===== src/common/lic_macros.svh =====
// TCDM interconnect sizing
`ifndef LIC_MACROS_SVH
`define LIC_MACROS_SVH

// Initiators sharing the banks
`define LIC_N_INIT 4

// Word-interleaved banks, selected by address bit 2
`define LIC_N_BANK 2

// Byte address and data word widths
`define LIC_ADDR_W 16
`define LIC_DATA_W 32

// Words held in each bank
`define LIC_BANK_DEPTH 256

`endif


===== src/common/lic_pkg.sv =====
// TCDM interconnect types
`default_nettype none

`include "lic_macros.svh"

package lic_pkg;

  // Request payload carried through the arbitration tree
  typedef struct packed {
    logic [`LIC_ADDR_W-1:0]   add;
    // Write when set
    logic                     wen;
    logic [`LIC_DATA_W-1:0]   wdata;
    // One enable per byte lane
    logic [`LIC_DATA_W/8-1:0] be;
    // One-hot initiator tag
    logic [`LIC_N_INIT-1:0]   id;
  } req_payload_t;

  // Bank response, returned by ID
  typedef struct packed {
    logic                   r_valid;
    logic [`LIC_DATA_W-1:0] r_rdata;
    logic [`LIC_N_INIT-1:0] r_id;
  } resp_t;

  // Binary initiator index
  typedef logic [$clog2(`LIC_N_INIT)-1:0] init_idx_t;

  // Round-robin state of one bank
  // Bit 1 steers the leaves, bit 0 the root
  typedef logic [1:0] rr_cnt_t;

endpackage

`default_nettype wire


===== src/logic/init_side_route.sv =====
// Initiator-side grant merge and response router
`default_nettype none

`include "lic_macros.svh"

module init_side_route (
  input  logic                                        clk_i,
  input  logic                                        rst_n_i,

  // Grants from each bank tree
  input  logic [`LIC_N_BANK-1:0][`LIC_N_INIT-1:0]     bank_gnt_i,
  input  lic_pkg::resp_t [`LIC_N_BANK-1:0]            resp_i,

  // Per-initiator outputs
  output logic [`LIC_N_INIT-1:0]                      gnt_o,
  output logic [`LIC_N_INIT-1:0]                      r_valid_o,
  output logic [`LIC_N_INIT-1:0][`LIC_DATA_W-1:0]     r_rdata_o
);

  import lic_pkg::*;

  init_idx_t                                resp_idx [`LIC_N_BANK];
  logic [`LIC_N_INIT-1:0]                   valid_d;
  logic [`LIC_N_INIT-1:0][`LIC_DATA_W-1:0]  rdata_d;

  // One-hot tag to index
  function automatic init_idx_t onehot_to_idx(input logic [`LIC_N_INIT-1:0] oh);
    init_idx_t idx;
    idx = '0;
    for (int i = 0; i < `LIC_N_INIT; i++) begin
      if (oh[i]) begin
        idx = init_idx_t'(i);
      end
    end
    return idx;
  endfunction

  // At most one bank grants an initiator per cycle
  always_comb begin
    gnt_o = '0;
    for (int b = 0; b < `LIC_N_BANK; b++) begin
      gnt_o = gnt_o | bank_gnt_i[b];
    end
  end

  for (genvar b = 0; b < `LIC_N_BANK; b++) begin : g_idx
    assign resp_idx[b] = onehot_to_idx(resp_i[b].r_id);
  end

  ////////////////////////////////////////////////////////////
  // Response demux
  ////////////////////////////////////////////////////////////

  // Two banks may answer different initiators together
  always_comb begin
    valid_d = '0;
    rdata_d = '0;
    for (int b = 0; b < `LIC_N_BANK; b++) begin
      if (resp_i[b].r_valid) begin
        valid_d[resp_idx[b]] = 1'b1;
        rdata_d[resp_idx[b]] = resp_i[b].r_rdata;
      end
    end
  end

  // Registered outputs, one cycle after the handshake
  always_ff @(posedge clk_i or negedge rst_n_i) begin
    if (!rst_n_i) begin
      r_valid_o <= '0;
    end else begin
      r_valid_o <= valid_d;
    end
  end

  // Data captured only for a live response
  always_ff @(posedge clk_i) begin
    for (int i = 0; i < `LIC_N_INIT; i++) begin
      if (valid_d[i]) begin
        r_rdata_o[i] <= rdata_d[i];
      end
    end
  end

endmodule

`default_nettype wire


===== config.mk =====
export PLATFORM = sky130hd
export DESIGN_NAME = init_side_route
export DESIGN_NICKNAME = d
export VERILOG_FILES = /design/src/common/lic_pkg.sv /design/src/logic/init_side_route.sv
export VERILOG_INCLUDE_DIRS = /design/src /design/src/common
export SDC_FILE = /design/constraint.sdc
export NUM_CORES = 1
export LEC_CHECK = 0
export ABC_AREA = 1
export BUFFER_PORTS_ARGS = -buffer_cell sky130_fd_sc_hd__buf_2
export CAP_MARGIN = 15
export CORE_UTILIZATION = 28
export CTS_BUF_LIST = sky130_fd_sc_hd__clkbuf_4 sky130_fd_sc_hd__clkbuf_8
export DETAILED_ROUTE_END_ITERATION = 8
export PLACE_DENSITY_LB_ADDON = 0.15
export SETUP_SLACK_MARGIN = 0.2
export SLEW_MARGIN = 25
export SYNTH_ARGS = -nofsm -noshare
export SYNTH_HDL_FRONTEND = slang
export SYNTH_SLANG_ARGS = --single-unit

===== constraint.sdc =====
create_clock -name clk_i -period 0.8 [get_ports clk_i]
set_clock_uncertainty 0.05 [all_clocks]
set_input_delay 0.04 -clock clk_i [delete_from_list [all_inputs] [get_ports clk_i]]
set_output_delay 0.04 -clock clk_i [all_outputs]
set_load 0.01 [all_outputs]

Word level (Yosys, flattened, before mapping)
Cells that the tools add are included.
{"block": "op_classes", "order_cmp": 4, "muxes": 19, "n_bitwise": 3, "reduce_logical": 2}
{"operator": "$mux W128", "n": 2}
{"operator": "$and A128 B128 Y128", "n": 1}
{"operator": "$bwmux W128", "n": 1}
{"operator": "$demux W32 S2", "n": 2}
{"operator": "$mux W32", "n": 2}
{"operator": "$mux W2", "n": 4}
{"operator": "$mux W4", "n": 2}
{"operator": "$or A4 B4 Y4", "n": 2}
{"operator": "$lt A2 B3 Y1 const B", "n": 2}
{"operator": "$demux W1 S2", "n": 2}
{"operator": "$ge A2 B1 Y1 const B", "n": 2}
{"operator": "$mux W1", "n": 4}
{"operator": "$logic_and A1 B1 Y1", "n": 2}
{"block": "totals", "register_bits": 132, "out_inout_bits": 136}

Logic depth before layout (Yosys ltp)
{"block": "logic_depth", "depth_word": 11, "ltp_mapped": 7, "depth_no_buf": 5}

Least setup slack after synthesis
No wires, ideal clock.
{"block": "synth_path", "path_type": "input-to-reg", "start": "in resp_i[36] (netlist name)", "end": "reg r_rdata_o[0] (netlist name) (enable)", "arrival_time_ps": 1767, "required_ps": 323, "path_slack_ps": -1444, "cell_stages": 3, "path_buffers": 1, "path_cell_list": "buf_4 > nand2_4 > o21ai_1"}
{"block": "synth_via", "elab_chain_cells": 3}
{"item": "start: declaration", "line": "init_side_route.sv:12", "source": "input lic_pkg::resp_t [`LIC_N_BANK-1:0] resp_i,"}
{"item": "$mux W4 (*)", "line": "init_side_route.sv:59", "source": "if (resp_i[b].r_valid) begin"}
{"item": "$or A4 B4 Y4 (no line)"}
{"item": "$mux W4 (*)", "line": "init_side_route.sv:59"}
{"item": "via valid_d[0]", "line": "init_side_route.sv:23", "source": "logic [`LIC_N_INIT-1:0] valid_d;"}
{"item": "end signal: indexed assignment", "line": "init_side_route.sv:79", "source": "r_rdata_o[i] <= rdata_d[i];"}
{"item": "end: declaration", "line": "init_side_route.sv:17", "source": "output logic [`LIC_N_INIT-1:0][`LIC_DATA_W-1:0] r_rdata_o"}
The timed path passes the listed nets; every way through them passes the cells marked *.
A chain may end at the register's enable or synchronous reset.

Worst setup path after layout
{"block": "layout_path", "start": "reg r_rdata_o[31] (netlist name)", "end": "out r_rdata_o[31] (netlist name)"}
No word-level cell between the ends.

==> flow_summary.yaml <==
outcome:
  outcome: "finished, violations left"
  violations: "negative hold slack, negative setup slack"
synth:
  yosysWarnings: 0
  syn_area_um2: 6080
  synthCells: 586
  synth.top_cell.area_share_pct: 63.2
  synthDistinctLibCells: 22
  synth_top_family_by_area: "simple AND/OR/NAND/NOR gates"
  synth_seq_area_share_pct: 64.9
  yosys.area_share.xor_xnor_pct: 0
  ys_ff_latch: 132
  synth_area_leaders: "edfxtp_1 63%, nand3_1 10%, nand2_1 8.3%"
  synth_fa_ha_area_share_pct: 0
  synth-compound-area-share_pct: 5.43
  syn-num-nets: 670
  synth_largest_area_cell: "edfxtp_1"
  synth-simple-area-share_pct: 23.1
  synth_mux_area_share_pct: 0
  synth_area_per_cell_um2: 10.4
job:
  drv_cap: 0
pwr:
  p_switching_mw: 4.98
  p_leak_nw: 4.37
  power.clock.fraction_pct: 32.6
  seqPwrFrac_pct: 46.9
  netSwitchingFraction_pct: 28.0
  p_per_area_nw_per_um2: 1610
  vdd_drop_max_uv: 958
  combPwrFrac_pct: 20.6
  p_int_mw: 12.8
cells_and_area:
  area_growth_pct: 81.4
  seqCellArea_um2: 3940
  final_cell_mix: "209 x buf_2, 128 x edfxtp_1, 92 x nand2_1"
  layout-drive-gt1-share_pct: 63.5
  mostFrequentLayoutCell: "buf_2"
  diodes: 0
  nNetsFinal: 994
  fin_area_um2: 11000
  multi_input_area_um2: 2800
  nFillCells: 1852
setup_path:
  path_max_fanout: 1
  cp_slowest_cell: "edfxtp_1"
  startpoint_type: "flip-flop"
  critPathRequiredTime_ps: 710
  worstPathCellList: "buf_2"
  worstSetupEndpointType: "output port"
  cp_top_family: "flip-flops"
  slowest_delay_ps: 430
  worst-path-buf-inv: 1
  criticalPathCategory: "reg2out"
  crit_arrival_ps: 1050
clock_tree:
  cts_tree: "yes"
  clk_pin_slew_ps: 80
  cts.sinks: 132
  cts-htree-levels: 4
  cts_buffer_depth: 2
  cts_inserted_buffers: 17
  root_buffer: "clkbuf_8"
  cts_hold_buf: 1
routing:
  wl_mm: 25.6
  avgViaCountPerCell: 4.86
  wl_per_cell_um: 21.4
  detail-route-antenna-nets: 0
  firstDrtPassIters: 5
  drc: 0
  drtIter0Drc: 332
  vias: 5827
floorplan:
  io_pins: 220
  fp-row-count: 53
  core_um2: 21200
  start_util_pct: 28.7
  die-area_um2: 22300
  die_x_um: 149
  die_h_um: 149
global_routing:
  grt_pass1_wl_mm: 35.0
  antenna_found_initial: 0
  grt_pass1_vias: 5611
  grt_usage_pct: 22.0
  grt_max_degree: 31
  grt-ovfl-total: 0
timing:
  period_needed_ps: 1140
  fin_tns_setup_ps: -36940
  finalSetupViolations: 189
  rsz0062_at_grt: "true"
  slew_violations: 0
  fin_crit_sh_pct: 142
  slew_headroom_pct: 78.1
  setup_ws_ps: -339
  hold_viol: 132
  worst_pin_slew_ps: 329
  clock.fmax_mhz: 878
  whs_ps: -141
placement:
  place_congestion: 0.738
  placed_cell_area_um2: 7940
  hpwl_mm: 15.1
  port_buffers: 217
  pre_cts_slack_ps: -432
min_path:
  hold_path.class: "in2async"
==> state kept, by name, summed over array words and instances (netlist names) <==
register	cells
r_rdata_o	128
r_valid_o	4
==> worst paths after layout <==
path / start / slack (ps) / end / cells past startpoint
min in group clk_i: resp_i[60] / -140 / r_rdata_o[19] / 3
hold / removal: rst_n_i / -140 / r_valid_o[3] / 2
max in group asynchronous: rst_n_i / 730 / r_valid_o[1] / 2
setup / recovery: r_rdata_o[31] / -340 / r_rdata_o[31] / 1
==> cells in the mapped netlist, drive strengths merged <==
library cell	n
nand4	2
clkbuf	5
dfrtp	4
edfxtp	128
nand3	131
inv	37
clkinv	2
buf	37
nor2	35
a21oi	31
or2	4
o21ai	35
nand2	135
==> stage by stage <==
step,utilization [%],cells,power (mW)
CTS,46.4,1177,17.4
detailed placement,37.5,1086,10.9
global route,52.1,1198,18.5
floorplan,-,586,9.47
finish,52.1,1198,17.8
global placement,37.5,1086,10.9
==> power by group through the flow <==
stage | registers (mW) | logic, mW | clock network [mW]
final | 8.33 | 3.66 | 5.79
after global routing | 8.37 | 3.88 | 6.22
after CTS | 8.33 | 3.13 | 5.91
after detailed placement | 8.48 | 2.41 | 0
after global placement | 8.49 | 2.39 | 0
after floorplan | 8.72 | 0.751 | 0
==> what timing repair did <==
action / 4_1_cts / 5_1_grt
buffers inserted: 36 / 10
pin swaps: 32 / 41
gates resized for setup: 154 / 206
hold endpoints to repair: 132 / 132
endpoints found under the setup margin: 350 / 380
cloned: 22 / 11
==> cell type report <==
class,count,area share [%]
timing repair buffer,347,30.4
clock buffer,20,2.44
clock inverter,12,1.18
inverter,39,1.70
tap,275,3.12
multi-input combinational,373,25.4
sequential,132,35.8
==> routing by layer <==
| layer | global-route usage [%] | wire length, µm | vias up |
|---|---|---|---|
| li1 | - | - | 2705 |
| met1 | 28.0 | 10700 | 2879 |
| met2 | 37.4 | 13300 | 216 |
| met3 | 4.74 | 1330 | 27 |
| met4 | 6.58 | 344 | 0 |
| met5 | 0 | 0 | - |
==> kinds of logic after synthesis <==
family | after synthesis
flip-flops | 132
AO/OA/AOI/OAI | 66
AND/OR/NAND/NOR | 307
buffers and inverters | 81
Note: power is estimated with default switching activity, not from simulation.
